--- src/include/ip_cfg.svh ---
`ifndef IP_CFG_SVH
`define IP_CFG_SVH

// buffer sizes in bytes
`define IP_FIFO_DEPTH  2048
`define IP_ICMP_DEPTH  512
`define IP_PKT_DEPTH   16    // packets queued per source
`define IP_FULL_MARGIN 64    // user_full asserts below this much free space

`define IP_TTL         64
`define IP_HDR_LEN     20

`endif

--- src/logic/ip_pkg.sv ---
package ip_pkg;

  typedef logic [7:0]  byte_t;
  typedef logic [31:0] ipv4_t;
  typedef logic [15:0] len_t;
  typedef logic [7:0]  proto_t;
  typedef logic [15:0] csum_t;

  typedef struct packed {
    byte_t data;
    logic  valid;
    logic  sof;
    logic  eof;
    logic  err;
  } ip_stream_t;

  typedef struct packed {
    ipv4_t  src;
    ipv4_t  dst;
    proto_t proto;
    len_t   len;   // payload bytes, header excluded
  } ip_meta_t;

  typedef enum logic [1:0] {RX_IDLE, RX_HDR, RX_PAYLOAD, RX_DROP} rx_state_t;
  typedef enum logic [1:0] {TX_IDLE, TX_HDR, TX_PAYLOAD} tx_state_t;
  typedef enum logic [1:0] {ICMP_IDLE, ICMP_CAPTURE, ICMP_REPLY} icmp_state_t;

  // ones' complement add with end-around carry
  function automatic csum_t csum_add(csum_t a, csum_t b);
    logic [16:0] s;
    s = {1'b0, a} + {1'b0, b};
    return s[15:0] + {15'd0, s[16]};
  endfunction

endpackage

--- src/logic/icmp_echo.sv ---
`timescale 1ns/1ps
`include "ip_cfg.svh"

module icmp_echo (
  input  logic               clk,
  input  logic               rst_n,
  input  ip_pkg::ip_stream_t rx,
  input  ip_pkg::ip_meta_t   rx_meta,
  output ip_pkg::ip_stream_t tx,
  output ip_pkg::ip_meta_t   meta
);

  localparam int DEPTH = `IP_ICMP_DEPTH;
  localparam int AW    = $clog2(DEPTH);

  ip_pkg::icmp_state_t state;
  ip_pkg::byte_t       ram [DEPTH];
  ip_pkg::byte_t       ram_q;
  ip_pkg::len_t        wa;
  ip_pkg::len_t        ra;
  ip_pkg::len_t        pos;
  ip_pkg::len_t        ilen;
  ip_pkg::csum_t       csum;
  ip_pkg::csum_t       csum_rep;
  logic                rd_v;
  logic                req;

  // echo request that fits in the buffer
  assign req = state == ip_pkg::ICMP_IDLE && rx.valid && rx.sof && !rx.eof &&
               rx_meta.proto == 8'd1 && rx.data == 8'd8 &&
               rx_meta.len >= 16'd8 && rx_meta.len <= ip_pkg::len_t'(DEPTH);

  // type 8 -> 0 lowers the sum by 0x0800
  assign csum_rep = ip_pkg::csum_add(csum, 16'h0800);

  always_ff @(posedge clk or negedge rst_n) begin
    if (!rst_n) begin
      state <= ip_pkg::ICMP_IDLE;
      wa    <= '0;
      ra    <= '0;
      pos   <= '0;
      rd_v  <= 1'b0;
    end else begin
      rd_v <= 1'b0;
      case (state)
        ip_pkg::ICMP_IDLE: begin
          wa <= 16'd1;
          ra <= '0;
          if (req) state <= ip_pkg::ICMP_CAPTURE;
        end
        ip_pkg::ICMP_CAPTURE: if (rx.valid) begin
          wa <= wa + 16'd1;
          if (rx.eof) state <= rx.err ? ip_pkg::ICMP_IDLE : ip_pkg::ICMP_REPLY;
        end
        ip_pkg::ICMP_REPLY: begin
          if (ra != ilen) begin
            rd_v <= 1'b1;
            pos  <= ra;
            ra   <= ra + 16'd1;
          end
          if (tx.eof) state <= ip_pkg::ICMP_IDLE;
        end
        default: state <= ip_pkg::ICMP_IDLE;
      endcase
    end
  end

  always_ff @(posedge clk) begin
    if (state == ip_pkg::ICMP_CAPTURE && rx.valid) begin
      ram[wa[AW-1:0]] <= rx.data;
      if (wa == 16'd2) csum[15:8] <= rx.data;
      if (wa == 16'd3) csum[7:0] <= rx.data;
      if (rx.eof) ilen <= wa + 16'd1;
    end
    if (state == ip_pkg::ICMP_REPLY && ra != ilen) ram_q <= ram[ra[AW-1:0]];
    if (req) begin
      meta.src   <= rx_meta.dst;
      meta.dst   <= rx_meta.src;   // back to the sender
      meta.proto <= 8'd1;
      meta.len   <= rx_meta.len;
    end
  end

  always_comb begin
    tx       = '0;
    tx.valid = rd_v;
    tx.sof   = rd_v && pos == 16'd0;
    tx.eof   = rd_v && pos == ilen - 16'd1;
    case (pos)
      16'd0:   tx.data = 8'h00;        // echo reply
      16'd2:   tx.data = csum_rep[15:8];
      16'd3:   tx.data = csum_rep[7:0];
      default: tx.data = ram_q;
    endcase
  end

  a_tx_reply: assert property (@(posedge clk) disable iff (!rst_n)
    tx.valid |-> state == ip_pkg::ICMP_REPLY);

endmodule

--- config.mk ---
export PLATFORM = sky130hd
export DESIGN_NAME = icmp_echo
export DESIGN_NICKNAME = d
export VERILOG_FILES = /design/src/logic/ip_pkg.sv /design/src/logic/icmp_echo.sv
export VERILOG_INCLUDE_DIRS = /design/src /design/src/include
export SDC_FILE = /design/constraint.sdc
export NUM_CORES = 2
export LEC_CHECK = 0
export BUFFER_PORTS_ARGS = -buffer_cell sky130_fd_sc_hd__buf_2
export CAP_MARGIN = 20
export CORE_ASPECT_RATIO = 1.75
export CORE_MARGIN = 10
export CORE_UTILIZATION = 25
export CTS_CLUSTER_DIAMETER = 40
export DETAILED_ROUTE_END_ITERATION = 16
export PLACE_DENSITY = 0.42
export SLEW_MARGIN = 20
export SYNTH_ARGS = -nofsm -noshare
export SYNTH_HDL_FRONTEND = slang
export SYNTH_SLANG_ARGS = --single-unit
export TNS_END_PERCENT = 5
--- constraint.sdc ---
create_clock -name clk -period 15.6 [get_ports clk]
set_input_delay 0.78 -clock clk [delete_from_list [all_inputs] [get_ports clk]]
set_output_delay 0.78 -clock clk [all_outputs]
set_load 0.01 [all_outputs]
; Yosys cells after proc, flatten, opt, wreduce, memory -nomap -nowiden
; Memory sizes are Yosys's and may differ from the RTL's. A register that Yosys moved wholly into a read port is not among the register bits.
; Cells that the tools add are included.
[totals]
ff_bits = 163
ram_bits = 4096
inputBits = 102
out_inout_bits = 100
elab_cells = 72
memories = 1
[op_classes]
addsub = 5
n_lt_le_gt_ge = 2
eq_ne = 15
muxes = 15
n_reduce_logical = 23
[memory_table]
columns = name, words, word_bits, rd, rd_clocked_by_memory_dff, write_ports, line_no
row1 = ram, 512, 8, 1, 1, 1, icmp_echo.sv:17  ; ip_pkg::byte_t ram [DEPTH];
[op_table]
columns = operator, n
row1 = 16-bit by 2-bit equality test with 1-bit output (second input constant), 4
row2 = 16-bit case mux with 2 select lines, 2
row3 = 16-bit by 1-bit adder with 16-bit output (second input constant), 2
row4 = 16-bit 2-to-1 mux, 2
row5 = 8-bit case mux with 3 select lines, 1
row6 = 16-bit by 12-bit adder with 17-bit output (second input constant), 1
row7 = 16-bit by 1-bit adder with 16-bit output, 1
row8 = 16-bit equality test, 1
row9 = 16-bit by 4-bit >= comparator with 1-bit output (second input constant), 1
row10 = 16-bit by 10-bit less-or-equal comparator with 1-bit output (second input constant), 1
row11 = 16-bit logical NOT, 1
row12 = 16-bit != test, 1
row13 = 16-bit by 1-bit subtractor with 16-bit output (second input constant), 1
row14 = 2-bit AND reduction, 6
row15 = 1-bit logical AND, 11
row16 = 2-bit 2-to-1 mux, 5
row17 = 2-bit != test (second input constant), 5
row18 = 8-bit by 1-bit equality test with 1-bit output (second input constant), 1
row19 = 8-bit by 4-bit equality test with 1-bit output (second input constant), 1
row20 = 2-bit case mux with 3 select lines, 1
row21 = 1-bit 2-to-1 mux, 4
row22 = 4-bit AND reduction, 1
row23 = 2-bit nonzero test, 2
row24 = 2-bit by 1-bit equality test with 1-bit output (second input constant), 1
row25 = other kinds (3), 3

; Logic depth before layout (Yosys ltp)
[logic_depth]
word_depth = 10
ltp_mapped = 13
depth_no_buf = 10

; Worst setup path after synthesis
; OpenSTA, ideal clock, no wires.
[synth_timing]
path_type = input -> register
startpoint = in rx_meta[8] (netlist bit)
endpoint = reg meta[0] (netlist bit), enable pin
setup_time_ps = 619
t_arrival_ps = 6780
required_time_ps = 14981
setup_slack_ps = 8201
cell_stages = 3
cell_sequence = nor4_1 a41oi_1 nor3_1
[synth_via]
elab_chain_cells = 3
elab_cells_between_ends = 4
cone_classes = order compare (2) / reduce/logical (2)
[synth_rtl]
columns = element, line_no
row1 = "start, declared", icmp_echo.sv:8  ; input ip_pkg::ip_meta_t rx_meta,
row2 = 16-bit by 4-bit >= comparator with 1-bit output, icmp_echo.sv:31  ; rx_meta.len >= 16'd8 && rx_meta.len <= ip_pkg::len_t'(DEPTH);
row3 = 1-bit logical AND, icmp_echo.sv:30  ; rx_meta.proto == 8'd1 && rx.data == 8'd8 &&
row4 = 1-bit logical AND (*), icmp_echo.sv:31
row5 = named net req, icmp_echo.sv:26  ; logic req;
row6 = "end, declared", icmp_echo.sv:10  ; output ip_pkg::ip_meta_t meta
; Mark *: on every way through the listed nets, which the timed path passes. The rest lies on a longest branch.
; A chain may end at the register's enable or synchronous reset.

; Final worst setup path
[layout_timing]
startpoint = reg ra[1]
endpoint = reg ram_q[5] (read register of ram) (data pin)
[layout_via]
elab_chain_cells = 2
[layout_rtl]
columns = element, line_no
row1 = "start, declared", icmp_echo.sv:20  ; ip_pkg::len_t ra;
row2 = "start signal, assigned", icmp_echo.sv:59  ; ra <= ra + 16'd1;
row3 = 16-bit != test, icmp_echo.sv:75  ; if (state == ip_pkg::ICMP_REPLY && ra != ilen) ram_q <= ram[ra[AW-1:0]];
row4 = 1-bit logical AND, icmp_echo.sv:75
row5 = "end, declared", icmp_echo.sv:18  ; ip_pkg::byte_t ram_q;
; Several ways; a longest one is shown, not always the timed one.

==> out/metrics.csv <==
stage,metric,value,unit
yosys,post-synthesis async set-or-reset flop share,0.0120,
power_and_ir_drop,Pint,18.6,mW
global_routing,vias in the first global route,88714,
yosys,Main synth FF type,edfxtp_1,
place,routability cong.,0.824,
yosys,"Seq/Total Area, Yosys",0.767,
yosys,Synth Area in Compound Gates,0.0287,
yosys,"EDFF count, synth",4216,
drt,Routed Antenna Nets,0,
cts,CTS Buffer Depth,4,
setup_path,crit path max fanout,52,
hold_path,Worst Hold Class,in2reg,
timing,hold_ws,0.0932,ns
global_routing,met2 usage,0.296,
global_routing,largest net degree at the start of global routing,187,
drt,vias per cell,4.72,
cts,H-tree depth,5,
cts,Setup Buffers After CTS,0,
setup_path,Critical path buffers and inverters,5,
global_routing,total congestion overflow,0,
timing,RSZ-0062 raised after global routing,false,
run,Max-Cap Viols,0,
cts,clock-pin slew on the worst setup and hold paths,0.07,ns
setup_path,Critical Path RT,16.28,ns
setup_path,worst path cell trace,buf_4 > buf_4 > buf_4 > buf_4 > mux4_2 > mux4_2 > nand2_1 > a21oi_1 > buf_4 > a311oi_1 > a32oi_1,
setup_path,cell repeated most along the worst path,buf_4,
power_and_ir_drop,power density cells,122,nW/um^2
setup_path,Critical Path AT,7.24,ns
final_layout,layout cells sized above 1,0.245,
cts,clk_lat worst skew,0.99,ns
setup_path,"Max stage delay cell, worst path",dfrtp_4,
drt,drt total wl,572,mm
final_layout,most frequent cells in the layout,"edfxtp_1, mux4_2, nor2_1",
yosys,Yosys top cell area share,0.760,
final_layout,Layout area overhead,16.3,%
timing,Worst-Margin Slew,1.36,ns
global_routing,first-pass GRT wire length,779,mm
yosys,synth unique cells,90,
power_and_ir_drop,worst IR drop on VDD,0.0979,mV
power_and_ir_drop,Leakage,59.3,nW
timing,max_slew headroom,0.0966,
power_and_ir_drop,Sw Pwr,4.92,mW
drt,DRC,0,
cts,CTS root buf,clkbuf_16,
timing,Setup Skew,0.0747,ns
yosys,XOR/XNOR share of the synthesized area,0.00342,
drt,drt first pass iters,6,
global_routing,met1 usage,0.171,
die,I/O pin total,202,
timing,Period minus WS final,6.56,ns
global_routing,grt peak-use layer,met2,
yosys,Syn Inst Count,8037,
cts,Hold Buf Count CTS,80,
final_layout,"commonest non-fill, non-tap cell in the layout",edfxtp_1,
die,initial core utilization,0.251,
global_routing,Total Routing Usage GR,0.157,
global_routing,global-route met3 utilization,0.0183,
yosys,post-synthesis adder-cell area fraction,0.000751,
yosys,"area leader, netlist",edfxtp_1,
setup_path,"delay-heaviest family, CP",buffers and inverters,
die,Die X,637,um
outcome,outcome,"complete, no violations",
power_and_ir_drop,sequential share of power,0.534,
setup_path,CP peak stage delay,1.00,ns
cts,post_cts resized,0,
power_and_ir_drop,Clk pwr share,0.455,
power_and_ir_drop,total power,23.6,mW
cts,TritonCTS Buffers,425,
yosys,Netlist Area Pre-Place,167000,sq um
drt,WL per Instance,32.4,um
timing,# setup viols final,0,
setup_path,CP Class,reg2reg,
place,dpl cells,16748,
yosys,mux cell area share after synthesis,0.150,
drt,DRT iter0 DRCs,8071,
drt,via count,83388,
power_and_ir_drop,switching part of the total,0.209,
yosys,largest family of logic cells by synthesized area,multiplexers,
final_layout,nets,8612,
die,num rows,396,
setup_path,CP Capture Type,flip-flop,
die,Die Ht,1.10,mm
timing,Peak Freq,153,MHz
timing,final hold viol count,0,
setup_path,CP Launch Type,flip-flop,
final_layout,Finished Layout Cells,17662,
timing,Final Max Slew Viols,0,
die,DIE AREA,701000,sq um
place,port bufs,192,
yosys,area share of and/or/nand/nor cells after synthesis,0.0307,
yosys,Area contributors post-synth,"edfxtp_1, mux4_2, mux2i_1",
cts,clk sinks,4267,
timing,Final Cycle Share,0.420,
power_and_ir_drop,logic gate share of total power,0.011,
place,detailed placement HPWL,365,mm
yosys,Synth Register Bits,4267,
yosys,synth warn,0,
die,core area,664000,sq um
cts,clock tree from TritonCTS,done,
timing,Sum Neg Setup Slack,0,ns
yosys,Synth Area per Inst,20.7,sq um
global_routing,antenna violations before repair,42,
## power by group through the flow
stage	registers [mW]	clock network (mW)	logic [mW]
after floorplan	12.8	0	0.00718
after global placement	12.8	0	0.235
after detailed placement	12.8	0	0.251
after CTS	12.6	10.9	0.267
after global routing	12.6	11.4	0.280
final	12.6	10.7	0.259
## worst paths after layout
kind	depth (start not counted)	from	endpoint	slack, ns
worst min register to register	1	ra[15]$_DFFE_PN0P_	ra[15]$_DFFE_PN0P_	0.54
max in group asynchronous	3	rst_n	ra[3]$_DFFE_PN0P_	14.41
min in group asynchronous	3	rst_n	pos[10]$_DFFE_PN0P_	0.58
worst max register to register	11	ra[1]$_DFFE_PN0P_	ram_q[5]$_DFFE_PP_	9.04
worst min-delay path	1	rx_meta[11]	meta[11]$_DFFE_PP_	0.09
worst max-delay path	11	ra[1]$_DFFE_PN0P_	ram_q[5]$_DFFE_PP_	9.04
## flip-flops by register name (all words and copies together), names as in the netlist
signal	count
meta	80
csum	16
ram	4096
pos	16
ilen	16
ram_q	8
state	2
wa	16
rd_v	1
ra	16
## worst register-to-register path, delay by kind of cell (launching register included)
kind / cells / cell delay (ns)
AOI/OAI and AO/OA: 3 / 1.16
buffers and inverters: 5 / 3.00
DFF: 1 / 1.00
muxes: 2 / 1.00
and+or+nand+nor: 1 / 0.11
## kinds of logic (layout without fill, tap and decap cells)
kind of cell / Yosys count / after routing
xor gates and xnor gates: 65 / 65
DFF: 4267 / 4267
AOI/OAI and AO/OA: 684 / 684
muxes: 1298 / 1298
buffers and inverters: 523 / 1331
adders and majority gates: 10 / 10
other: 2 / 63
and+or+nand+nor: 1188 / 1188
## area by class of cell
cell class,count,area [sq um]
inverters,23,97.6
repair buffers,529,4070
fillers,64635,471000
well taps,8756,11000
clock buffers,481,11100
multi-input cells,3254,36200
diodes,54,135
flip-flops and latches,4267,128000
clock inverters,298,3380
## cells in the mapped netlist, drive strengths merged (5+ instances only)
| cell type | n |
|---|---|
| a22o | 24 |
| xnor2 | 32 |
| nand2 | 273 |
| ha | 10 |
| o21ai | 101 |
| a211oi | 36 |
| a22oi | 128 |
| a32oi | 10 |
| nor2b | 21 |
| mux2 | 12 |
| o221ai | 53 |
| a221oi | 45 |
| nor4 | 24 |
| edfxtp | 4216 |
| o311ai | 5 |
| a211o | 7 |
| or3 | 9 |
| a2111oi | 7 |
| o31ai | 10 |
| a222oi | 5 |
| nand3b | 6 |
| a311oi | 5 |
| xor2 | 33 |
| dfrtp | 51 |
| clkbuf | 198 |
| nor3b | 5 |
| nor4b | 5 |
| and2 | 11 |
| nor2 | 611 |
| mux2i | 333 |
| a221o | 11 |
| a21oi | 127 |
| o22ai | 43 |
| nor3 | 56 |
| or2 | 6 |
| mux4 | 953 |
| inv | 21 |
| o211ai | 10 |
| buf | 302 |
| nand4 | 17 |
| a31oi | 18 |
| and3 | 23 |
| nand2b | 9 |
| nand3 | 96 |
## through the flow
step	instance area [sq um]	setup WS (ns)	utilization
after floorplan	167000	8.20	-
after CTS	194000	8.97	0.291
after global placement	178000	8.75	0.268
after global routing	194000	8.96	0.292
after detailed placement	178000	8.96	0.268
final	194000	9.04	0.292
## metal layers
| metal | part of all wire | up-vias |
|---|---|---|
| met4 | 0.064 | 10 |
| li1 | - | 34263 |
| met3 | 0.041 | 813 |
| met2 | 0.54 | 2611 |
| met5 | 0.000080 | - |
| met1 | 0.36 | 45691 |
No activity file was read; power rests on OpenSTA's default activity.
