--- src/include/ip_cfg.svh ---
`ifndef IP_CFG_SVH
`define IP_CFG_SVH

// buffer sizes in bytes
`define IP_FIFO_DEPTH  2048
`define IP_ICMP_DEPTH  512
`define IP_PKT_DEPTH   16    // packets queued per source
`define IP_FULL_MARGIN 64    // user_full asserts below this much free space

`define IP_TTL         64
`define IP_HDR_LEN     20

`endif

--- src/logic/ip_pkg.sv ---
package ip_pkg;

  typedef logic [7:0]  byte_t;
  typedef logic [31:0] ipv4_t;
  typedef logic [15:0] len_t;
  typedef logic [7:0]  proto_t;
  typedef logic [15:0] csum_t;

  typedef struct packed {
    byte_t data;
    logic  valid;
    logic  sof;
    logic  eof;
    logic  err;
  } ip_stream_t;

  typedef struct packed {
    ipv4_t  src;
    ipv4_t  dst;
    proto_t proto;
    len_t   len;   // payload bytes, header excluded
  } ip_meta_t;

  typedef enum logic [1:0] {RX_IDLE, RX_HDR, RX_PAYLOAD, RX_DROP} rx_state_t;
  typedef enum logic [1:0] {TX_IDLE, TX_HDR, TX_PAYLOAD} tx_state_t;
  typedef enum logic [1:0] {ICMP_IDLE, ICMP_CAPTURE, ICMP_REPLY} icmp_state_t;

  // ones' complement add with end-around carry
  function automatic csum_t csum_add(csum_t a, csum_t b);
    logic [16:0] s;
    s = {1'b0, a} + {1'b0, b};
    return s[15:0] + {15'd0, s[16]};
  endfunction

endpackage

--- src/logic/ipv4_tx.sv ---
`timescale 1ns/1ps
`include "ip_cfg.svh"

module ipv4_tx (
  input  logic               clk,
  input  logic               rst_n,
  input  ip_pkg::ipv4_t      dev_ip,
  input  logic               avl,
  input  ip_pkg::ip_meta_t   meta,
  input  ip_pkg::ip_stream_t pay,
  output logic               pop,
  output logic               busy,
  output ip_pkg::ip_stream_t mac_tx
);

  localparam logic [4:0] LAST_HDR = 5'(`IP_HDR_LEN - 1);

  ip_pkg::tx_state_t state;
  logic [159:0]      hdr;
  logic [159:0]      hdr_sr;
  logic [4:0]        cnt;
  ip_pkg::len_t      tot_len;
  ip_pkg::len_t      ident;
  ip_pkg::len_t      left;   // pops still owed to the arbiter
  ip_pkg::csum_t     sum;
  ip_pkg::csum_t     csum;
  logic              start;

  assign busy  = state != ip_pkg::TX_IDLE || mac_tx.valid;
  assign start = !busy && avl;
  // popping at the last header byte lands the payload right behind it
  assign pop   = left != '0 &&
                 ((state == ip_pkg::TX_HDR && cnt == LAST_HDR) || state == ip_pkg::TX_PAYLOAD);

  always_comb begin
    tot_len = meta.len + 16'(`IP_HDR_LEN);
    sum     = ip_pkg::csum_add(16'h4500, tot_len);
    sum     = ip_pkg::csum_add(sum, ident);
    sum     = ip_pkg::csum_add(sum, 16'h4000);   // DF
    sum     = ip_pkg::csum_add(sum, {8'(`IP_TTL), meta.proto});
    sum     = ip_pkg::csum_add(sum, dev_ip[31:16]);
    sum     = ip_pkg::csum_add(sum, dev_ip[15:0]);
    sum     = ip_pkg::csum_add(sum, meta.dst[31:16]);
    sum     = ip_pkg::csum_add(sum, meta.dst[15:0]);
    csum    = ~sum;
    hdr     = {16'h4500, tot_len, ident, 16'h4000, 8'(`IP_TTL), meta.proto,
               csum, dev_ip, meta.dst};
  end

  always_ff @(posedge clk or negedge rst_n) begin
    if (!rst_n) begin
      state  <= ip_pkg::TX_IDLE;
      cnt    <= '0;
      ident  <= '0;
      left   <= '0;
      mac_tx <= '0;
    end else begin
      mac_tx.valid <= 1'b0;
      mac_tx.sof   <= 1'b0;
      mac_tx.eof   <= 1'b0;
      mac_tx.err   <= 1'b0;
      if (pop) left <= left - 16'd1;
      case (state)
        ip_pkg::TX_IDLE: if (start) begin
          state        <= ip_pkg::TX_HDR;
          cnt          <= 5'd1;
          left         <= meta.len;
          ident        <= ident + 16'd1;
          mac_tx.valid <= 1'b1;
          mac_tx.sof   <= 1'b1;
          mac_tx.data  <= hdr[159:152];
        end
        ip_pkg::TX_HDR: begin
          cnt          <= cnt + 5'd1;
          mac_tx.valid <= 1'b1;
          mac_tx.data  <= hdr_sr[159:152];
          if (cnt == LAST_HDR) state <= ip_pkg::TX_PAYLOAD;
        end
        ip_pkg::TX_PAYLOAD: if (pay.valid) begin
          mac_tx.valid <= 1'b1;
          mac_tx.data  <= pay.data;
          mac_tx.eof   <= pay.eof;
          if (pay.eof) state <= ip_pkg::TX_IDLE;
        end
        default: state <= ip_pkg::TX_IDLE;
      endcase
    end
  end

  always_ff @(posedge clk) begin
    if (start) hdr_sr <= {hdr[151:0], 8'h00};
    else if (state == ip_pkg::TX_HDR) hdr_sr <= {hdr_sr[151:0], 8'h00};
  end

  a_eof_valid: assert property (@(posedge clk) disable iff (!rst_n)
    mac_tx.eof |-> mac_tx.valid);

  // no bubble between sof and eof
  a_no_gap: assert property (@(posedge clk) disable iff (!rst_n)
    mac_tx.valid && !mac_tx.eof |=> mac_tx.valid);

endmodule

--- config.mk ---
export PLATFORM = sky130hd
export DESIGN_NAME = ipv4_tx
export DESIGN_NICKNAME = d
export VERILOG_FILES = /design/src/logic/ip_pkg.sv /design/src/logic/ipv4_tx.sv
export VERILOG_INCLUDE_DIRS = /design/src /design/src/include
export SDC_FILE = /design/constraint.sdc
export NUM_CORES = 1
export LEC_CHECK = 0
export ABC_AREA = 1
export BUFFER_PORTS_ARGS = -buffer_cell sky130_fd_sc_hd__buf_4
export CELL_PAD_IN_SITES_DETAIL_PLACEMENT = 1
export CELL_PAD_IN_SITES_GLOBAL_PLACEMENT = 2
export CORE_AREA = 10 10 218 220
export DETAILED_ROUTE_END_ITERATION = 12
export DIE_AREA = 0 0 228 230
export GPL_ROUTABILITY_DRIVEN = 0
export PLACE_DENSITY = 0.89
export SLEW_MARGIN = 0
export SYNTH_ARGS = -nofsm -noshare
export SYNTH_HDL_FRONTEND = slang
export SYNTH_SLANG_ARGS = --single-unit
--- constraint.sdc ---
create_clock -name clk -period 21.4 [get_ports clk]
set_input_delay 1.07 -clock clk [delete_from_list [all_inputs] [get_ports clk]]
set_output_delay 1.07 -clock clk [all_outputs]
set_load 0.02 [all_outputs]
After elaboration in Yosys (flattened, before gate mapping). Cells that the tools add are included.

Bits in registers: 202. Bits of input ports: 135. Logic and storage cells: 72.

Add/sub/neg operators: 20. Eq/ne operators: 7. Multiplexer cells: 18. Bitwise gates (word level): 1. Reduce and logical (&&, ||, !) cells: 16.

Operators with widths (number): 2-to-1 mux 152 bit (2); adder 16 x 1 -> 16 bit (8); adder 16 x 16 -> 17 bit (5); 2-to-1 mux 16 bit (3); case mux 9 bit (3 select lines) (1); adder 15 x 16 -> 17 bit (first input constant) (1); adder 16 x 15 -> 17 bit (1); adder 16 x 15 -> 17 bit (second input constant) (1); adder 16 x 1 -> 16 bit (second input constant) (1); adder 16 x 5 -> 16 bit (second input constant) (1); NOT 16 bit (1); nonzero test 16 bit (1); subtractor 16 x 1 -> 16 bit (second input constant) (1); 2-to-1 mux 10 bit (1); case mux 5 bit (2 select lines) (1); 2-to-1 mux 9 bit (1); 2-to-1 mux 2 bit (4); inequality test 2 bit (second input constant) (4); case mux 2 bit (3 select lines) (1); nonzero test 2 bit (3); adder 5 x 1 -> 5 bit (second input constant) (1); equality test 5 bit (second input constant) (1); 2-to-1 mux 5 bit (1); AND reduction 2 bit (2); other kinds (10) (15).

Logic depth before layout (Yosys ltp). Gate-level depths: netlist of run 1.

Depth after elaboration: 19. Gate-level depth with buffers: 159. Depth with buffers taken out: 159.

Least setup slack after synthesis of run 1. OpenSTA, ideal clock, no wires.

Path kind: input-to-reg. From: input port meta[3] in the netlist's numbering. To: register hdr_sr[84] (data pin). Library setup time: 0.256 ns. Arrival: 20.256 ns. Data required time: 21.144 ns. Path slack: 0.887 ns. Cell stages on the path: 148. Path buffers: 0. Path through: a21oi_1 -> or2_2 -> nor3_1 -> nand2_1 -> nor2_1 -> inv_1 -> nor2_1 -> nand2_1 -> xor2_1 -> nor2_1 -> nand3_1 -> a21oi_1 -> ha_1 -> nand3_1 -> nor2_1 -> nand2_1 -> nor2_1 -> nand2_1 -> [... 112 more ...] -> nand3_1 -> nand3_1 -> nand2_1 -> a31oi_1 -> a21oi_1 -> o21bai_1 -> ha_1 -> ha_1 -> nand2_1 -> nor2_1 -> nand2_1 -> nor2_1 -> nand2_1 -> nor2_1 -> nand3_1 -> nor3_1 -> xor2_1 -> a22o_1.

Cells in the longest elaborated chain, start to end: 19.

Ends and longest elaborated chain: start: declaration (RTL line ipv4_tx.sv:9) `input ip_pkg::ip_meta_t meta,`; adder 16 x 5 -> 16 bit (RTL line ipv4_tx.sv:36) `` tot_len = meta.len + 16'(`IP_HDR_LEN); ``; adder 15 x 16 -> 17 bit (RTL line ip_pkg.sv:31) `s = {1'b0, a} + {1'b0, b};`; adder 16 x 1 -> 16 bit (RTL line ip_pkg.sv:32) `return s[15:0] + {15'd0, s[16]};`; adder 16 x 16 -> 17 bit (RTL line ip_pkg.sv:31); adder 16 x 1 -> 16 bit (RTL line ip_pkg.sv:32); adder 16 x 15 -> 17 bit (RTL line ip_pkg.sv:31); adder 16 x 1 -> 16 bit (RTL line ip_pkg.sv:32); adder 16 x 15 -> 17 bit (RTL line ip_pkg.sv:31); [... 3 more ...]; adder 16 x 16 -> 17 bit (RTL line ip_pkg.sv:31); adder 16 x 1 -> 16 bit (RTL line ip_pkg.sv:32); adder 16 x 16 -> 17 bit (RTL line ip_pkg.sv:31); adder 16 x 1 -> 16 bit (RTL line ip_pkg.sv:32); adder 16 x 16 -> 17 bit (RTL line ip_pkg.sv:31); adder 16 x 1 -> 16 bit (RTL line ip_pkg.sv:32); NOT 16 bit (RTL line ipv4_tx.sv:45) `csum = ~sum;`; 2-to-1 mux 152 bit (RTL line ipv4_tx.sv:91) `if (start) hdr_sr <= {hdr[151:0], 8'h00};`; end signal: assignment (RTL line ipv4_tx.sv:91); end signal: assignment (RTL line ipv4_tx.sv:92) `else if (state == ip_pkg::TX_HDR) hdr_sr <= {hdr_sr[151:0], 8'h00};`; end: declaration (RTL line ipv4_tx.sv:20) `logic [159:0] hdr_sr;`.

No other way between the ends. A chain may end at the register's enable or synchronous reset.

Worst setup path after layout of run 1.
From: input port meta[3] in the netlist's numbering. To: register hdr_sr[86] (data pin).

The elaborated chain is that of the path after synthesis.

==> impl_metrics.yaml, run 1 <==
setup_path:
  ff2ff_setup_slack_ps: 2520
  cp_data_required_time_ps: 21680
  crit_path_start_kind: "primary input"
  slowest_stage: "or3_4"
  end_kind: "flip-flop"
  max_stage_delay_ps: 370
  path_class: "in -> reg"
  path_delay_family: "simple AND/OR/NAND/NOR gates"
  crit_top_cell: "buf_4"
  path_buf_inv: 38
  worstPathArrival_ps: 22050
  path_max_fanout: 3
synth:
  syn-num-nets: 2165
  avgSynthCellArea_um2: 8.10
  synth.distinct_cells: 55
  yosys_most_used_dff: "edfxtp_1"
  synth_warnings: 0
  async_reset_ff_frac: 0.248
  synth_cells: 1905
  synth-seq-area-share: 0.356
  synth_edf_count: 120
  syn_area_mm2: 0.0154
  synth.ff_latch_count: 202
cells_and_area:
  post_route_cells_drive_above_1_share: 0.356
  fin_nets: 2724
  antenna_cells: 0
  syn_to_final_growth_pct: 44.7
  design_area_mm2: 0.0223
  finalNonFillerCells: 3066
  final_common_cell: "buf_4"
  mostFrequentLayoutCells: "563 x buf_4, 349 x nand2_1, 259 x inv_1"
timing:
  rsz0062_at_grt: "yes"
  fin_crit_ps: 21780
  slew_violations: 0
  finalHoldViolations: 0
  worst_slack_ps: -376
  fmax_mhz: 45.9
  fin_crit_sh: 1.02
  hold_ws_ps: 471
  slew_headroom: 0.282
  finalClockSkew_ps: 21.4
  setup_viol: 7
  tightestPinTransition_ps: 1080
clocking:
  cts.htree.levels: 1
  cts-root-buf: "clkbuf_16"
  clk_pin_slew_worst_paths_ps: 60
  numCtsBuffers: 23
  insertion_delay_ps: 530
  hold_buffers: 0
  clock-sinks: 202
  cts_tree: "done"
  cts_buffer_depth: 3
die:
  fp.dieW_um: 228
  rows: 76
  initial_core_util: 0.360
  ios: 149
  core-area_mm2: 0.0429
  dieHeight_um: 230
  dieArea_mm2: 0.0524
global_routing:
  grt_pass1_wl_um: 87600
  grt_max_degree: 91
  antenna_found_initial: 0
  grt.total_usage: 0.203
  overflow: 0
  grt_pass1_vias: 16900
placement:
  dp_hpwl_um: 40400
  post_dp_cell_area_mm2: 0.0195
  portBuffers: 113
  place_inst: 2910
routing:
  ant_nets: 0
  vias: 15900
  routed_wl_um: 60200
  dr.pass1.iters: 5
  wl_per_cell_um: 19.6
  first_iter_violations: 757
  vias_per_cell: 5.19
  drc: 0
flow_run:
  cap_viol_max_count: 0
outcome:
  violations: "negative setup slack"
  status: "finished with violations"
min_path:
  min-delay-path-class: "reg -> reg"
[layer usage]
layer | GRT usage | vias to the layer above | share of wire
li1 | - | 7500 | -
met1 | 0.225 | 7933 | 0.39
met2 | 0.394 | 331 | 0.54
met3 | 0.0218 | 134 | 0.030
met4 | 0.0714 | 0 | 0.042
met5 | 0 | - | 0
[through the flow]
stage | util | TNS [ps] | setup slack [ps]
finish | 0.521 | -1990 | -376
CTS | 0.496 | 0 | 2.72
global route | 0.521 | -19400 | -1720
global placement | 0.454 | -6520 | -850
detailed placement | 0.454 | -21790 | -1880
floorplan | - | 0 | 887
[flip-flops by register name, summed over array words and instances (netlist names)]
| name | cells |
|---|---|
| hdr_sr | 152 |
| ident | 16 |
| left | 16 |
| mac_tx | 11 |
| cnt | 5 |
| state | 2 |
[cell usage after synthesis, types with 6 or more instances]
library cell,count,area [um^2]
xnor2_1,56,490
nor2_1,129,484
a22oi_1,39,293
a21o_1,6,45.0
o21ai_0,77,385
a22o_1,78,683
nor2_4,8,90.1
ha_1,119,1490
a21oi_1,73,365
nand2_1,382,1430
nand2_4,8,90.1
buf_1,10,37.5
xor2_1,112,981
a31oi_1,15,93.8
fa_1,6,120
dfrtp_1,50,1250
nor4_1,10,62.6
nand3_1,110,551
nand4_1,30,188
dfxtp_1,32,641
inv_2,12,45.0
nand3_2,9,90.1
edfxtp_1,120,3600
or2_2,10,62.6
clkbuf_1,27,101
o21bai_1,9,67.6
nor3_1,22,110
inv_1,274,1030
nor2_2,7,43.8
nand2_2,19,119
[worst min-delay path: stages (launching register included)]
cell and delay, ps:
edfxtp_1 320, a22oi_1 80, inv_1 50
[kinds of logic after synthesis]
group / count (synthesis) / synth area share
adder cells (fa/ha/maj): 125 / 0.104
AND/OR/NAND/NOR: 758 / 0.225
buffers and inverters: 329 / 0.0805
AO/OA/AOI/OAI: 322 / 0.139
other: 1 / 0.000243
XOR/XNOR: 168 / 0.0954
flip-flops: 202 / 0.356
[what timing repair did]
item / CTS / global route
setup buffers: 75 / 46
pin swaps: 81 / 145
endpoints found under the setup margin: 16 / 16
resized for setup: 100 / 158
[final cells by class]
| cell class | instances | area, um^2 |
|---|---|---|
| fill | 5085 | 20600 |
| multi-input combinational | 1374 | 9880 |
| sequential | 202 | 5500 |
| timing repair buffer | 573 | 4350 |
| inverter | 290 | 1100 |
| tap | 585 | 732 |
| clock buffer | 29 | 618 |
| clock inverter | 13 | 154 |
[final timing paths]
path | start | to | cells after the start
max | meta[3] | hdr_sr[86]$_DFFE_PP_ | 158
min | hdr_sr[95]$_DFFE_PP_ | hdr_sr[103]$_SDFFE_PP0P_ | 2
max reg2reg | ident[0]$_DFFE_PN0P_ | hdr_sr[86]$_DFFE_PP_ | 134
min reg2reg | hdr_sr[95]$_DFFE_PP_ | hdr_sr[103]$_SDFFE_PP0P_ | 2
max in group asynchronous | rst_n | ident[0]$_DFFE_PN0P_ | 1
min in group asynchronous | rst_n | ident[1]$_DFFE_PN0P_ | 1
Power of run 1 is left out: the tool's default activity adds up to more than one toggle a clock period on the data nets, which glitch-free logic cannot reach.
==> inputs of run 2 (changes only) <==
- PLACE_DENSITY: 0.89 -> 0.88
==> run 2 against run 1 <==
The run still ends with negative setup slack left. Clock skew rose by 11 ps. Routed wire length rose by 0.78%. Global-route usage rose by 0.079 points. Cell area rose by 0.32%. Largest cell class unchanged. Sequential share of layout area fell by 0.078 points. First-iteration DRC count rose by 2.8%. Cell count rose by 0.36%. Non-clock buffer count rose by 12. Critical endpoint is now hdr_sr[77]$_DFFE_PP_. Clock-buffer cell count rose by 8.
==> impl_metrics.yaml, run 2 (synthesis results as in run 1) <==
outcome:
  status: "finished with violations"
  violations: "negative setup slack"
cells_and_area:
  largest_reg_flops: 152
  syn_to_final_growth_pct: 45.2
  finalNonFillerCells: 3077
  fin_nets: 2736
  post_route_cells_drive_above_1_share: 0.354
  antenna_cells: 0
  final_common_cell: "buf_4"
  top_register: "hdr_sr"
  mostFrequentLayoutCells: "572 x buf_4, 351 x nand2_1, 261 x inv_1"
  reg.largest.list: "hdr_sr: 152 flops, ident: 16 flops, left: 16 flops"
  fill_cells: 5098
die:
  core-area_mm2: 0.0429
  initial_core_util: 0.360
  fp.dieW_um: 228
  rows: 76
  dieHeight_um: 230
  dieArea_mm2: 0.0524
  ios: 149
placement:
  pre_cts_slack_ps: -1960
  place_inst: 2918
  portBuffers: 113
  dp_hpwl_um: 40400
setup_path:
  cp_data_required_time_ps: 21650
  crit_path_start_kind: "primary input"
  slowest_stage: "or3_4"
  path_max_fanout: 3
  max_stage_delay_ps: 400
  path_class: "in -> reg"
  crit_top_cell: "buf_4"
  worstPathArrival_ps: 22190
  end_kind: "flip-flop"
min_path:
  min-delay-path-class: "reg -> reg"
clocking:
  clk_pin_slew_worst_paths_ps: 60
  cts-root-buf: "clkbuf_16"
  cts_buffer_depth: 3
  cts_tree: "done"
  cts.htree.levels: 1
  insertion_delay_ps: 540
  numCtsBuffers: 23
  clock-sinks: 202
  hold_buffers: 0
timing:
  setup_viol: 12
  fin_crit_ps: 21940
  hold_ws_ps: 468
  finalHoldViolations: 0
  worst_slack_ps: -544
  fmax_mhz: 45.6
  rsz0062_at_grt: "yes"
  slew_violations: 0
  fin_crit_sh: 1.03
  finalClockSkew_ps: 32.8
  finalSetupTns_ps: -3870
  tightestPinTransition_ps: 1080
  slew_headroom: 0.283
global_routing:
  grt_max_degree: 100
  overflow: 0
  grt_pass1_vias: 17200
  grt_pass1_wl_um: 88300
  grt.total_usage: 0.204
  antenna_found_initial: 1
routing:
  first_iter_violations: 778
  vias: 15900
  vias_per_cell: 5.18
  dr.pass1.iters: 5
  routed_wl_um: 60700
  wl_per_cell_um: 19.7
  ant_nets: 0
  drc: 0
flow_run:
  cap_viol_max_count: 0
-- run 2: changes by cell type in the layout (fill, tap and decap cells not counted), moves of 3 or more --
cell and delta:
buf_4 +9, xor2_1 +6, xor2_2 -6, clkinv_2 -5
clkbuf_1 +4, nand3_2 +4, a21oi_2 -3, buf_6 +3
nand3_1 -3
-- run 2: path summary, 6_finish.rpt --
path                                           start  cells past startpoint  slack, ps                 endpoint
max in group asynchronous                      rst_n                      1      20320       cnt[3]$_DFFE_PN0P_
worst max-delay path                         meta[3]                    154       -540     hdr_sr[77]$_DFFE_PP_
min in group asynchronous                      rst_n                      1        610       left[14]$_DFF_PN0_
worst max register to register  ident[0]$_DFFE_PN0P_                    132       2200     hdr_sr[77]$_DFFE_PP_
worst min-delay path            hdr_sr[89]$_DFFE_PP_                      2        470  hdr_sr[97]$_SDFFE_PP0P_
worst min register to register  hdr_sr[89]$_DFFE_PP_                      2        470  hdr_sr[97]$_SDFFE_PP0P_
-- run 2: cell type report --
class                   count  area (um^2)  share of cell area
well taps                 585          732              0.0327
clock buffers              37          711              0.0317
inverters                 290         1100              0.0489
multi-input cells        1374         9840               0.439
flip-flops and latches    202         5500               0.245
repair buffers            585         4450               0.199
clock inverters             4         76.3             0.00341
-- run 2: through the flow --
| step | utilization | instance area, um^2 |
|---|---|---|
| detailed placement | 0.455 | 19500 |
| global placement | 0.455 | 19500 |
| finish | 0.522 | 22400 |
| CTS | 0.501 | 21500 |
| global route | 0.522 | 22400 |
| floorplan | - | 15400 |
-- run 2: per-layer routing --
layer / part of all wire / up-vias / global-route usage
li1: - / 7527 / -
met1: 0.39 / 7900 / 0.222
met4: 0.045 / 2 / 0.0819
met3: 0.033 / 153 / 0.0231
met2: 0.53 / 353 / 0.395
met5: 0.00012 / - / 0
-- run 2: worst max-delay path, delay by kind of cell --
family,cells,cell delay (ps)
adders and majority gates,15,3520
buffers and inverters,37,4550
and+or+nand+nor,71,8470
xor gates and xnor gates,8,1480
AOI/OAI and AO/OA,23,3020
-- run 2: timing repair --
action / CTS / global route
setup endpoints to repair: 16 / 16
gates resized for setup: 100 / 152
gates cloned: 0 / 0
pin swaps: 105 / 137
buffers inserted: 93 / 30
hold endpoints to repair: 0 / 0
Power of run 2 is left out for the same reason.
