$ cat config.mk
export PLATFORM = sky130hd
export DESIGN_NAME = ipv4_rx
export DESIGN_NICKNAME = d
export VERILOG_FILES = /design/src/logic/ip_pkg.sv /design/src/logic/ipv4_rx.sv
export VERILOG_INCLUDE_DIRS = /design/src /design/src/include
export SDC_FILE = /design/constraint.sdc
export NUM_CORES = 1
export LEC_CHECK = 0
export BUFFER_PORTS_ARGS = -buffer_cell sky130_fd_sc_hd__buf_2
export CORE_MARGIN = 4
export CORE_UTILIZATION = 53
export CTS_BUF_LIST = sky130_fd_sc_hd__clkbuf_16
export CTS_CLUSTER_DIAMETER = 30
export CTS_CLUSTER_SIZE = 30
export DETAILED_ROUTE_END_ITERATION = 10
export GPL_ROUTABILITY_DRIVEN = 0
export PLACE_DENSITY_LB_ADDON = 0.1
export REMOVE_ABC_BUFFERS = 1
export SKIP_CTS_REPAIR_TIMING = 1
export SYNTH_ARGS = -nofsm -noshare
export SYNTH_HDL_FRONTEND = slang
export SYNTH_SLANG_ARGS = --single-unit
$ cat constraint.sdc
create_clock -name clk -period 18.2 [get_ports clk]
set_input_delay 3.64 -clock clk [delete_from_list [all_inputs] [get_ports clk]]
set_output_delay 3.64 -clock clk [all_outputs]
set_load 0.005 [all_outputs]
$ cat src/include/ip_cfg.svh
`ifndef IP_CFG_SVH
`define IP_CFG_SVH

// buffer sizes in bytes
`define IP_FIFO_DEPTH  2048
`define IP_ICMP_DEPTH  512
`define IP_PKT_DEPTH   16    // packets queued per source
`define IP_FULL_MARGIN 64    // user_full asserts below this much free space

`define IP_TTL         64
`define IP_HDR_LEN     20

`endif

$ cat src/logic/ip_pkg.sv
package ip_pkg;

  typedef logic [7:0]  byte_t;
  typedef logic [31:0] ipv4_t;
  typedef logic [15:0] len_t;
  typedef logic [7:0]  proto_t;
  typedef logic [15:0] csum_t;

  typedef struct packed {
    byte_t data;
    logic  valid;
    logic  sof;
    logic  eof;
    logic  err;
  } ip_stream_t;

  typedef struct packed {
    ipv4_t  src;
    ipv4_t  dst;
    proto_t proto;
    len_t   len;   // payload bytes, header excluded
  } ip_meta_t;

  typedef enum logic [1:0] {RX_IDLE, RX_HDR, RX_PAYLOAD, RX_DROP} rx_state_t;
  typedef enum logic [1:0] {TX_IDLE, TX_HDR, TX_PAYLOAD} tx_state_t;
  typedef enum logic [1:0] {ICMP_IDLE, ICMP_CAPTURE, ICMP_REPLY} icmp_state_t;

  // ones' complement add with end-around carry
  function automatic csum_t csum_add(csum_t a, csum_t b);
    logic [16:0] s;
    s = {1'b0, a} + {1'b0, b};
    return s[15:0] + {15'd0, s[16]};
  endfunction

endpackage

$ cat src/logic/ipv4_rx.sv
`timescale 1ns/1ps
`include "ip_cfg.svh"

module ipv4_rx (
  input  logic               clk,
  input  logic               rst_n,
  input  ip_pkg::ip_stream_t mac_rx,
  input  ip_pkg::ipv4_t      dev_ip,
  output ip_pkg::ip_stream_t pay,
  output ip_pkg::ip_meta_t   meta
);

  localparam logic [4:0] LAST_HDR = 5'(`IP_HDR_LEN - 1);

  ip_pkg::rx_state_t state;
  logic [4:0]        cnt;
  logic [159:0]      hdr;
  logic [159:0]      hdr_nxt;
  ip_pkg::csum_t     sum;
  ip_pkg::csum_t     sum_nxt;
  ip_pkg::len_t      tot_len;
  ip_pkg::len_t      rem;
  logic              first;
  logic              hdr_done;
  logic              hdr_ok;

  assign hdr_nxt  = {hdr[151:0], mac_rx.data};
  assign sum_nxt  = ip_pkg::csum_add(sum, {hdr[7:0], mac_rx.data});
  assign tot_len  = hdr_nxt[143:128];
  assign hdr_done = state == ip_pkg::RX_HDR && mac_rx.valid && cnt == LAST_HDR;

  // judged as the 20th byte goes by
  assign hdr_ok = hdr_nxt[159:152] == 8'h45 &&               // v4, no options
                  hdr_nxt[109:96] == '0 &&                     // no MF, offset 0
                  tot_len > ip_pkg::len_t'(`IP_HDR_LEN) &&
                  hdr_nxt[31:0] == dev_ip &&
                  sum_nxt == 16'hffff;

  always_ff @(posedge clk or negedge rst_n) begin
    if (!rst_n) begin
      state <= ip_pkg::RX_IDLE;
      cnt   <= '0;
      sum   <= '0;
      rem   <= '0;
      first <= 1'b0;
      pay   <= '0;
    end else begin
      pay.valid <= 1'b0;
      pay.sof   <= 1'b0;
      pay.eof   <= 1'b0;
      pay.err   <= 1'b0;
      case (state)
        ip_pkg::RX_IDLE: begin
          sum <= '0;
          cnt <= 5'd1;
          if (mac_rx.valid && mac_rx.sof && !mac_rx.eof) state <= ip_pkg::RX_HDR;
        end
        ip_pkg::RX_HDR: if (mac_rx.valid) begin
          cnt <= cnt + 5'd1;
          if (cnt[0]) sum <= sum_nxt;  // second byte of a word
          if (mac_rx.eof) begin
            state <= ip_pkg::RX_IDLE;   // runt, nothing delivered
          end else if (hdr_done) begin
            state <= hdr_ok ? ip_pkg::RX_PAYLOAD : ip_pkg::RX_DROP;
            rem   <= tot_len - ip_pkg::len_t'(`IP_HDR_LEN);
            first <= 1'b1;
          end
        end
        ip_pkg::RX_PAYLOAD: if (mac_rx.valid) begin
          pay.data  <= mac_rx.data;
          pay.valid <= 1'b1;
          pay.sof   <= first;
          pay.eof   <= mac_rx.eof || rem == 16'd1;
          pay.err   <= mac_rx.eof && rem != 16'd1;  // cut short
          first     <= 1'b0;
          rem       <= rem - 16'd1;
          if (mac_rx.eof) state <= ip_pkg::RX_IDLE;
          else if (rem == 16'd1) state <= ip_pkg::RX_DROP;  // eat the padding
        end
        ip_pkg::RX_DROP: if (mac_rx.valid && mac_rx.eof) state <= ip_pkg::RX_IDLE;
        default: state <= ip_pkg::RX_IDLE;
      endcase
    end
  end

  always_ff @(posedge clk) begin
    if (mac_rx.valid && (state == ip_pkg::RX_IDLE || state == ip_pkg::RX_HDR)) hdr <= hdr_nxt;
    if (hdr_done && hdr_ok && !mac_rx.eof) begin
      meta.src   <= hdr_nxt[63:32];
      meta.dst   <= hdr_nxt[31:0];
      meta.proto <= hdr_nxt[87:80];
      meta.len   <= tot_len - ip_pkg::len_t'(`IP_HDR_LEN);
    end
  end

  // mid-packet bytes never leave the parser idle
  a_pay_src: assert property (@(posedge clk) disable iff (!rst_n)
    pay.valid && !pay.eof |-> state == ip_pkg::RX_PAYLOAD);

endmodule

Word-level counts from Yosys, hierarchy flattened --
Index checks and enable logic that the tools add are counted.
Cells by class: $add $sub $neg 5, magnitude comparators 1, equal/unequal tests 18, multiplexer cells 27, reduce and logical (&&, ||, !) cells 25
Operators by type and width (count):
- two-way mux 16 bit | 6
- one-hot mux 16 bit (2 select lines) | 2
- equality test 32 bit | 1
- adder 16 x 16 -> 17 bit | 1
- adder 16 x 1 -> 16 bit | 1
- equality test 16 x 1 -> 1 bit, second input constant | 1
- equality test 16 bit, second input constant | 1
- greater-than comparator 16 x 5 -> 1 bit, second input constant | 1
- two-way mux 2 bit | 8
- inequality test 16 x 1 -> 1 bit, second input constant | 1
- subtractor 16 x 1 -> 16 bit, second input constant | 1
- subtractor 16 x 5 -> 16 bit, second input constant | 1
- logical NOT 14 bit | 1
- inequality test 2 bit, second input constant | 7
- logical AND 1 bit | 13
- one-hot mux 5 bit (2 select lines) | 1
- equality test 8 x 7 -> 1 bit, second input constant | 1
- two-way mux 4 bit | 2
- one-hot mux 2 bit (4 select lines) | 1
- inequality test 3 bit, second input constant | 2
- AND reduction 6 bit | 1
- adder 5 x 1 -> 5 bit, second input constant | 1
- equality test 5 bit, second input constant | 1
- two-way mux 1 bit | 5
- other kinds (11) | 15
Storage, ports and cells: bits in registers 292, input port bits 46, output and inout bits 100

Logic depth before layout (Yosys ltp) --
Gate-level depths: netlist of run 1.
word-level depth 10, mapped depth 23

Least setup slack after synthesis of run 1 --
No wires, ideal clock.
kind input to register, start input port mac_rx[3] (netlist name), end register meta[0] (netlist name) (enable), library setup time 0.457 ns, data arrival time 13.779 ns, slack 3.965 ns, stages on the path 7, buffers on the path 1, cell sequence inv_1 nor2_1 nand2_1 or2_2 clkbuf_1 nor2_1 and3_1
On the way: cells in the longest elaborated chain, start to end 4
Ends and longest elaborated chain:
- start: declaration | line ipv4_rx.sv:7 | input ip_pkg::ip_stream_t mac_rx,
- logical AND 1 bit (2 in series) | line ipv4_rx.sv:30 | assign hdr_done = state == ip_pkg::RX_HDR && mac_rx.valid && cnt == LAST_HDR;
- logical AND 1 bit (2 in series) | line ipv4_rx.sv:88 | if (hdr_done && hdr_ok && !mac_rx.eof) begin
- end: declaration | line ipv4_rx.sv:10 | output ip_pkg::ip_meta_t meta
Every way passes these cells. A chain may end at the register's enable or synchronous reset.

Worst setup path after layout of run 1 --
start input port mac_rx[4] (netlist name), end register meta[32] (netlist name) (enable)
On the way: cells in the longest elaborated chain, start to end 6, elaborated cells on any way between the ends 8
Ends and longest elaborated chain:
- adder 16 x 16 -> 17 bit | line ip_pkg.sv:31 | s = {1'b0, a} + {1'b0, b};
- adder 16 x 1 -> 16 bit | line ip_pkg.sv:32 | return s[15:0] + {15'd0, s[16]};
- equality test 16 bit | line ipv4_rx.sv:37 | sum_nxt == 16'hffff;
- logical AND 1 bit * | line ipv4_rx.sv:33 | assign hdr_ok = hdr_nxt[159:152] == 8'h45 &&
- logical AND 1 bit * (2 in series) | line ipv4_rx.sv:88
Mark *: on every way between the ends. The rest lies on a longest branch, timed or not.

==> impl_metrics.json, run 1 <==
{
  "result_of_the_run": "finished clean",
  "maximum_achievable_frequency_mhz": 105,
  "final_standard_cell_count_with_taps_included_and_fillers_excluded": 1293,
  "clockRootBuffer": "clkbuf_16",
  "final_min_period_over_clock_period": 0.526,
  "first_global_vias": 7406,
  "crit_family": "simple AND/OR/NAND/NOR gates",
  "finalHoldViolations": 0,
  "clkLatencyLatePin_ns": 0.54,
  "setup_viol": 0,
  "critPathArrivalTime_ns": 9.72,
  "vdd.ir_drop.worst_mv": 0.107,
  "final.setup.tns_ns": 0,
  "timing.hold.ws_ns": 0.407,
  "drive_above_1_share": 0.253,
  "placeableCoreArea_um2": 21300,
  "worst_hold_path_type": "reg -> reg",
  "drtIter0Drc": 459,
  "tritoncts": "yes",
  "leakage_nw": 5.72,
  "initial_utilization": 0.547,
  "synth_top_flop_cell": "edfxtp_1",
  "overflow": 0,
  "dieWidth_um": 156,
  "mean_instance_size_in_the_synthesized_netlist_um2": 14.7,
  "clk_pin_slew_worst_paths_ns": 0.05,
  "layout.core_utilization": 0.681,
  "cts.sinks": 292,
  "grt_first_pass_wirelength_um": 40100,
  "grt_setup_unrepaired": "false",
  "worst_hold_path.num_cells": 0,
  "netlist-cell-type-count": 69,
  "grt_antenna_before_repair": 2,
  "numCtsBuffers": 51,
  "yosys_register_bits": 292,
  "post-layout-total-power_mw": 1.89,
  "std_cell_rows": 53,
  "grt_start_max_net_pins": 71,
  "maxSlewHeadroom": 0.296,
  "layout.nets": 1045,
  "htree_levels": 2,
  "avgViaCountPerCell": 5.58,
  "layout_min_cycle_time_ns": 9.56,
  "place_area_um2": 12700,
  "finalWorstSetupSlack_ns": 8.64,
  "path_max_fanout": 70,
  "worst-endpoint-required_ns": 18.36,
  "route.vias.total": 7210,
  "chipHeight_um": 156,
  "detail_route.first_pass.iterations": 5,
  "drv_slew": 0,
  "setup.worst_path.end_class": "flip-flop",
  "timing.max_cap.violations": 0,
  "cts-root-to-sink-buffers": 3,
  "synth_warnings": 0,
  "timing.hold.worst_endpoint": "hdr[147]$_DFFE_PP_",
  "max_slew.worst_pin.slew_ns": 1.05,
  "worst_path_largest_cell_delay_ns": 0.75,
  "die_area_um2": 24400,
  "synthCells": 793,
  "areaGrowthSynthToFinish_pct": 24.4,
  "dpl.cell_count": 1197,
  "hold_start": "hdr[139]$_DFFE_PP_",
  "detail-route-antenna-nets": 0,
  "port_buffers": 144,
  "post-route-drc-count": 0,
  "reg2reg_depth": 23,
  "final.setup_skew_ns": 0.0196,
  "synth-edff-count": 240,
  "regToRegStartpoint": "sum[0]$_DFFE_PN0P_",
  "avgRoutedWirePerCell_um": 19.6,
  "yosysSeqAreaShare": 0.731,
  "finalWirelength_um": 25400,
  "timing.critical_path.buf_inv": 3,
  "n_antenna_cell": 0,
  "powerDensity_nw_per_um2": 131,
  "design_area_um2": 14500,
  "cp_slowest_cell": "buf_4",
  "cells_along_the_critical_path": "buf_2 > ha_1 > inv_1 > fa_1 > nand2b_1 > a21oi_1 > o211ai_1 > and2_1 > nor2b_1 > o21ai_0 > a21boi_0 > o21ai_0 > nand2b_1 > ha_1 > xor2_1 > nor4_1 > nand4_1 > nor3_1 > nand4_1 > or4_1 > or4_1 > nor4_1 > and3_4 > buf_4",
  "boundaryPins": 146,
  "place_worst_setup_slack_ns": 8.13,
  "setup.worst_path.start_class": "primary input",
  "r2r_end": "meta[32]$_DFFE_PP_",
  "post_synth_instance_area_um2": 11600,
  "critPathKind": "in -> reg",
  "synth_async_sr_flop_share": 0.178,
  "track_usage": 0.210,
  "hpwlAfterDp_um": 17000,
  "regToRegSetupSlack_ns": 11.60
}
sequential cells by signal, indices dropped and copies added (netlist names):
signal	flops
sum	16
meta	88
cnt	5
pay	12
rem	16
first	1
state	2
hdr	152
where the power goes:
group	internal (mW)	switching, mW
combinational	0.0555	0.0914
clock	0.632	0.340
sequential	0.756	0.0189
cell type report:
| type | instances | area (µm²) |
|---|---|---|
| clock inverter | 44 | 503 |
| sequential | 292 | 8510 |
| clock buffer | 52 | 1300 |
| tap | 275 | 344 |
| timing repair buffer | 149 | 758 |
| multi-input combinational | 461 | 3000 |
| fill | 1445 | 6800 |
| inverter | 20 | 75.1 |
cells by family (layout without fill, tap and decap cells):
family	count (synthesis)	count (layout)	synth area share
mux	2	2	0.00183
flops	292	292	0.731
compound gates	128	128	0.0727
buf+inv	40	265	0.0130
simple gates	237	237	0.102
fa+ha+maj	24	24	0.0264
xor+xnor	70	70	0.0533
layout by cell type (no fill, tap or decap), types with 11 or more instances in the layout:
cell,synthesis,layout
nor4_1,13,13
nand4_1,11,11
nand2_1,77,77
clkbuf_16,0,52
nor2_1,48,47
a21oi_1,34,34
xor2_1,46,46
inv_1,20,23
nor3_1,16,16
buf_2,1,144
o21ai_0,36,36
dfrtp_1,52,52
ha_1,23,23
xnor2_1,23,23
nand3_1,19,19
edfxtp_1,240,240
how the worst max path moves through the flow:
stage / start / to / slack, ns / cells past startpoint
floorplan: mac_rx[3] / meta[0]$_DFFE_PP_ / 4.08 / 6
global placement: mac_rx[4] / meta[75]$_DFFE_PP_ / 8.27 / 24
detailed placement: mac_rx[4] / meta[59]$_DFFE_PP_ / 8.13 / 24
CTS: mac_rx[4] / meta[40]$_DFFE_PP_ / 8.67 / 24
global route: mac_rx[4] / meta[32]$_DFFE_PP_ / 8.15 / 24
finish: mac_rx[4] / meta[32]$_DFFE_PP_ / 8.64 / 24
layer usage:
layer / global-route usage / share of wire / up-vias
li1: - / - / 3364
met1: 0.268 / 0.40 / 3499
met2: 0.354 / 0.50 / 282
met3: 0.0556 / 0.076 / 61
met4: 0.0690 / 0.025 / 4
met5: 0 / 0.00083 / -
cells in the mapped netlist, types with 4 or more instances:
master | instances | share of area
edfxtp_1 | 240 | 0.62
nand2_1 | 77 | 0.025
dfrtp_1 | 52 | 0.11
nor2_1 | 48 | 0.015
xor2_1 | 46 | 0.035
o21ai_0 | 36 | 0.015
a21oi_1 | 34 | 0.015
ha_1 | 23 | 0.025
xnor2_1 | 23 | 0.017
inv_1 | 20 | 0.0064
nand3_1 | 19 | 0.0082
clkbuf_1 | 18 | 0.0058
nor3_1 | 16 | 0.0069
nor4_1 | 13 | 0.0070
nand4_1 | 11 | 0.0059
nand2b_1 | 10 | 0.0054
and3_1 | 7 | 0.0038
a21o_1 | 6 | 0.0039
a22o_1 | 6 | 0.0045
a211oi_1 | 5 | 0.0032
o211ai_1 | 5 | 0.0032
and2_1 | 4 | 0.0021
nor4b_1 | 4 | 0.0030
or3_1 | 4 | 0.0021
or4_1 | 4 | 0.0026
(Power assumes the default switching activity.)
==> run 2, diff against run 1 <==
--- a/config.mk
+++ b/config.mk
@@ -6,6 +6,7 @@
 export SDC_FILE = /design/constraint.sdc
 export NUM_CORES = 1
 export LEC_CHECK = 0
+export ABC_AREA = 1
 export BUFFER_PORTS_ARGS = -buffer_cell sky130_fd_sc_hd__buf_2
 export CORE_MARGIN = 4
 export CORE_UTILIZATION = 53
==> constraint.sdc (replaced) <==
create_clock -name clk -period 7.7 [get_ports clk]
set_input_delay 1.54 -clock clk [delete_from_list [all_inputs] [get_ports clk]]
set_output_delay 1.54 -clock clk [all_outputs]
set_load 0.005 [all_outputs]
==> run 2 against run 1 <==
Critical path depth rose by 3. Worst hold slack got worse by 0.0045 ns. Synthesized area rose by 7.1%. First-iteration DRC count rose by 37%. Via count rose by 18%. Largest power group unchanged. Highest routed layer unchanged.
==> impl_metrics.json, run 2 <==
{
  "result_of_the_run": "finished clean",
  "avgViaCountPerCell": 5.12,
  "dpl.cell_count": 1560,
  "tritoncts": "yes",
  "synth_top_family_by_area": "simple AND/OR/NAND/NOR gates",
  "vdd.ir_drop.worst_mv": 0.234,
  "std_cell_rows": 55,
  "avgRoutedWirePerCell_um": 16.7,
  "critPathArrivalTime_ns": 6.23,
  "drtIter0Drc": 631,
  "max_slew.worst_pin.slew_ns": 0.863,
  "synth-xor-area-share": 0.0204,
  "clkLatencyLatePin_ns": 0.56,
  "initial_utilization": 0.544,
  "synth_top_cells_by_count": "241 x nand2_1, 240 x edfxtp_1, 143 x inv_1, 136 x nor2_1, 54 x nand3_1",
  "areaGrowthSynthToFinish_pct": 24.4,
  "yosys_register_bits": 292,
  "max_flop_register": "hdr",
  "worst_hold_path.num_cells": 0,
  "final_min_period_over_clock_period": 0.779,
  "netlist-cell-type-count": 43,
  "grt_antenna_before_repair": 8,
  "synth_top_flop_cell": "edfxtp_1",
  "most_frequent_cells_in_the_layout": "241 x nand2_1, 240 x edfxtp_1, 148 x inv_1",
  "timing.hold.ws_ns": 0.403,
  "reg2reg_depth": 26,
  "switching_power_mw": 1.91,
  "layout_commonest_cell": "nand2_1",
  "final_standard_cell_count_with_taps_included_and_fillers_excluded": 1666,
  "htree_levels": 2,
  "drv_slew": 0,
  "finalWorstSetupSlack_ns": 1.70,
  "power.combinational.fraction": 0.220,
  "mean_instance_size_in_the_synthesized_netlist_um2": 11.3,
  "layout_min_cycle_time_ns": 6.00,
  "timing.max_cap.violations": 0,
  "largest_registers": "hdr: 152 flops, meta: 88 flops",
  "synth_warnings": 0,
  "power.internal_mw": 3.99,
  "synthCells": 1103,
  "chipHeight_um": 161,
  "post-synth-top-count-cell": "nand2_1",
  "numCtsBuffers": 55,
  "hpwlAfterDp_um": 19400,
  "layout.core_utilization": 0.677,
  "fillers": 1737,
  "synth_async_sr_flop_share": 0.178,
  "maximum_achievable_frequency_mhz": 167,
  "die_area_um2": 26000,
  "yosysSeqAreaShare": 0.682,
  "boundaryPins": 146,
  "clockRootBuffer": "clkbuf_16",
  "synth.largest_area_cell": "edfxtp_1",
  "detail_route.first_pass.iterations": 5,
  "synth-simple-area-share": 0.186,
  "seq_pwr_share": 0.386,
  "critPathKind": "in -> reg",
  "design_area_um2": 15500,
  "regToRegStartpoint": "sum[0]$_DFFE_PN0P_",
  "power.share.clock": 0.395,
  "path_max_fanout": 21,
  "setup.worst_path.start_class": "primary input",
  "powerDensity_nw_per_um2": 380,
  "yosysTopAreaCellShare": 0.578,
  "placeableCoreArea_um2": 22900,
  "post_synth_main_area_contributors": "edfxtp_1 58%, dfrtp_1 10%, nand2_1 7.3%, inv_1 4.3%, nor2_1 4.1%",
  "first_global_vias": 8305,
  "setup.worst_path.end_class": "flip-flop",
  "overflow": 0,
  "cts-root-to-sink-buffers": 3,
  "drive_above_1_share": 0.227,
  "final.setup_skew_ns": 0.0256,
  "detail-route-antenna-nets": 0,
  "leakage_nw": 6.59,
  "post-route-drc-count": 0,
  "layout.nets": 1374,
  "synth.area.mux_share": 0,
  "post_synth_instance_area_um2": 12500,
  "port_buffers": 144,
  "synth-compound-area-share": 0.0395,
  "grt_setup_unrepaired": "false",
  "cts.sinks": 292,
  "place_worst_setup_slack_ns": 1.18,
  "hold_start": "hdr[113]$_DFFE_PP_",
  "finalHoldViolations": 0,
  "maxSlewHeadroom": 0.425,
  "setup_viol": 0,
  "grt_start_max_net_pins": 155,
  "worst_hold_path_type": "reg -> reg",
  "grt_first_pass_wirelength_um": 44000,
  "clk_pin_slew_worst_paths_ns": 0.05,
  "finalWirelength_um": 27900,
  "timing.hold.worst_endpoint": "hdr[121]$_DFFE_PP_",
  "dieWidth_um": 161,
  "worst-endpoint-required_ns": 7.93,
  "synth-adder-area-share": 0.0247,
  "regToRegSetupSlack_ns": 2.52,
  "track_usage": 0.216,
  "max_reg_flops": 152,
  "synth-edff-count": 240,
  "r2r_end": "meta[15]$_DFFE_PP_",
  "route.vias.total": 8537,
  "place_area_um2": 13600,
  "swShare": 0.324
}
-- run 2: cell types whose count changed after synthesis, moves of 10 or more --
cell	change
xnor2_1	-14
clkbuf_1	-11
o22ai_1	+13
nor2_1	+88
nand3_1	+35
a21oi_1	-15
xor2_1	-26
nand2_1	+164
nand2_2	+18
nand4_1	+11
o21ai_0	-17
inv_1	+123
nand2b_1	-10
-- run 2: metal layers --
| metal | global-route usage | vias to the layer above | routed length [µm] |
|---|---|---|---|
| li1 | - | 4178 | - |
| met1 | 0.296 | 3961 | 12000 |
| met2 | 0.341 | 317 | 12800 |
| met3 | 0.0584 | 69 | 2260 |
| met4 | 0.0675 | 12 | 713 |
| met5 | 0 | - | 51 |
-- run 2: per-stage QoR --
stage	TNS, ns	power [mW]
floorplan	-235.28	3.23
CTS	0	5.93
global placement	0	3.55
finish	0	5.90
global route	0	6.23
detailed placement	0	3.58
-- run 2: logic make-up (layout without fill, tap and decap cells) --
| group | Yosys count | count (layout) |
|---|---|---|
| AO/OA/AOI/OAI | 80 | 80 |
| AND/OR/NAND/NOR | 521 | 521 |
| buffers and inverters | 157 | 404 |
| other | 0 | 3 |
| XOR/XNOR | 29 | 29 |
| adder cells (fa/ha/maj) | 24 | 24 |
| flip-flops | 292 | 292 |
-- run 2: worst max path at each step --
stage,startpoint,to,slack [ns]
floorplan,mac_rx[3],sum[12]$_DFFE_PN0P_,-1.66
global placement,mac_rx[4],meta[13]$_DFFE_PP_,1.29
detailed placement,mac_rx[4],meta[32]$_DFFE_PP_,1.18
CTS,mac_rx[4],meta[5]$_DFFE_PP_,1.72
global route,mac_rx[4],meta[12]$_DFFE_PP_,1.25
finish,mac_rx[4],meta[15]$_DFFE_PP_,1.70
-- run 2: critical path: stages --
cell and delay, ns:
buf_2 0.16, ha_1 0.31, inv_1 0.09, fa_1 0.39, inv_1 0.13, nand2_1 0.10
nand2_2 0.11, nand3_2 0.10, nand2_1 0.12, nand3b_1 0.14, nand2_1 0.11, a21oi_1 0.07
o21bai_1 0.20, ha_1 0.20, nand2_1 0.09, nor2_2 0.16, nand2_1 0.11, nor2_1 0.21
nand3_1 0.19, nor2_1 0.17, nand3_1 0.09, nand2_1 0.06, nand2_1 0.11, inv_1 0.08
nand4_1 0.13, nor2_4 0.65, buf_4 0.39
-- run 2: area by class of cell --
type	count	area (µm²)	share of cell area
well taps	313	392	0.0253
diodes	3	7.51	0.000484
clock buffers	55	1380	0.0887
clock inverters	48	477	0.0307
repair buffers	151	798	0.0515
multi-input cells	654	3390	0.218
inverters	150	563	0.0363
flip-flops and latches	292	8510	0.549
-- run 2: power groups by stage --
stage / Clock, mW / Combinational, mW / Sequential (mW)
2_1_floorplan: 0 / 0.965 / 2.27
3_3_place_gp: 0 / 1.26 / 2.29
3_5_place_dp: 0 / 1.29 / 2.30
4_1_cts: 2.37 / 1.29 / 2.28
5_1_grt: 2.46 / 1.46 / 2.31
6_report: 2.33 / 1.29 / 2.28
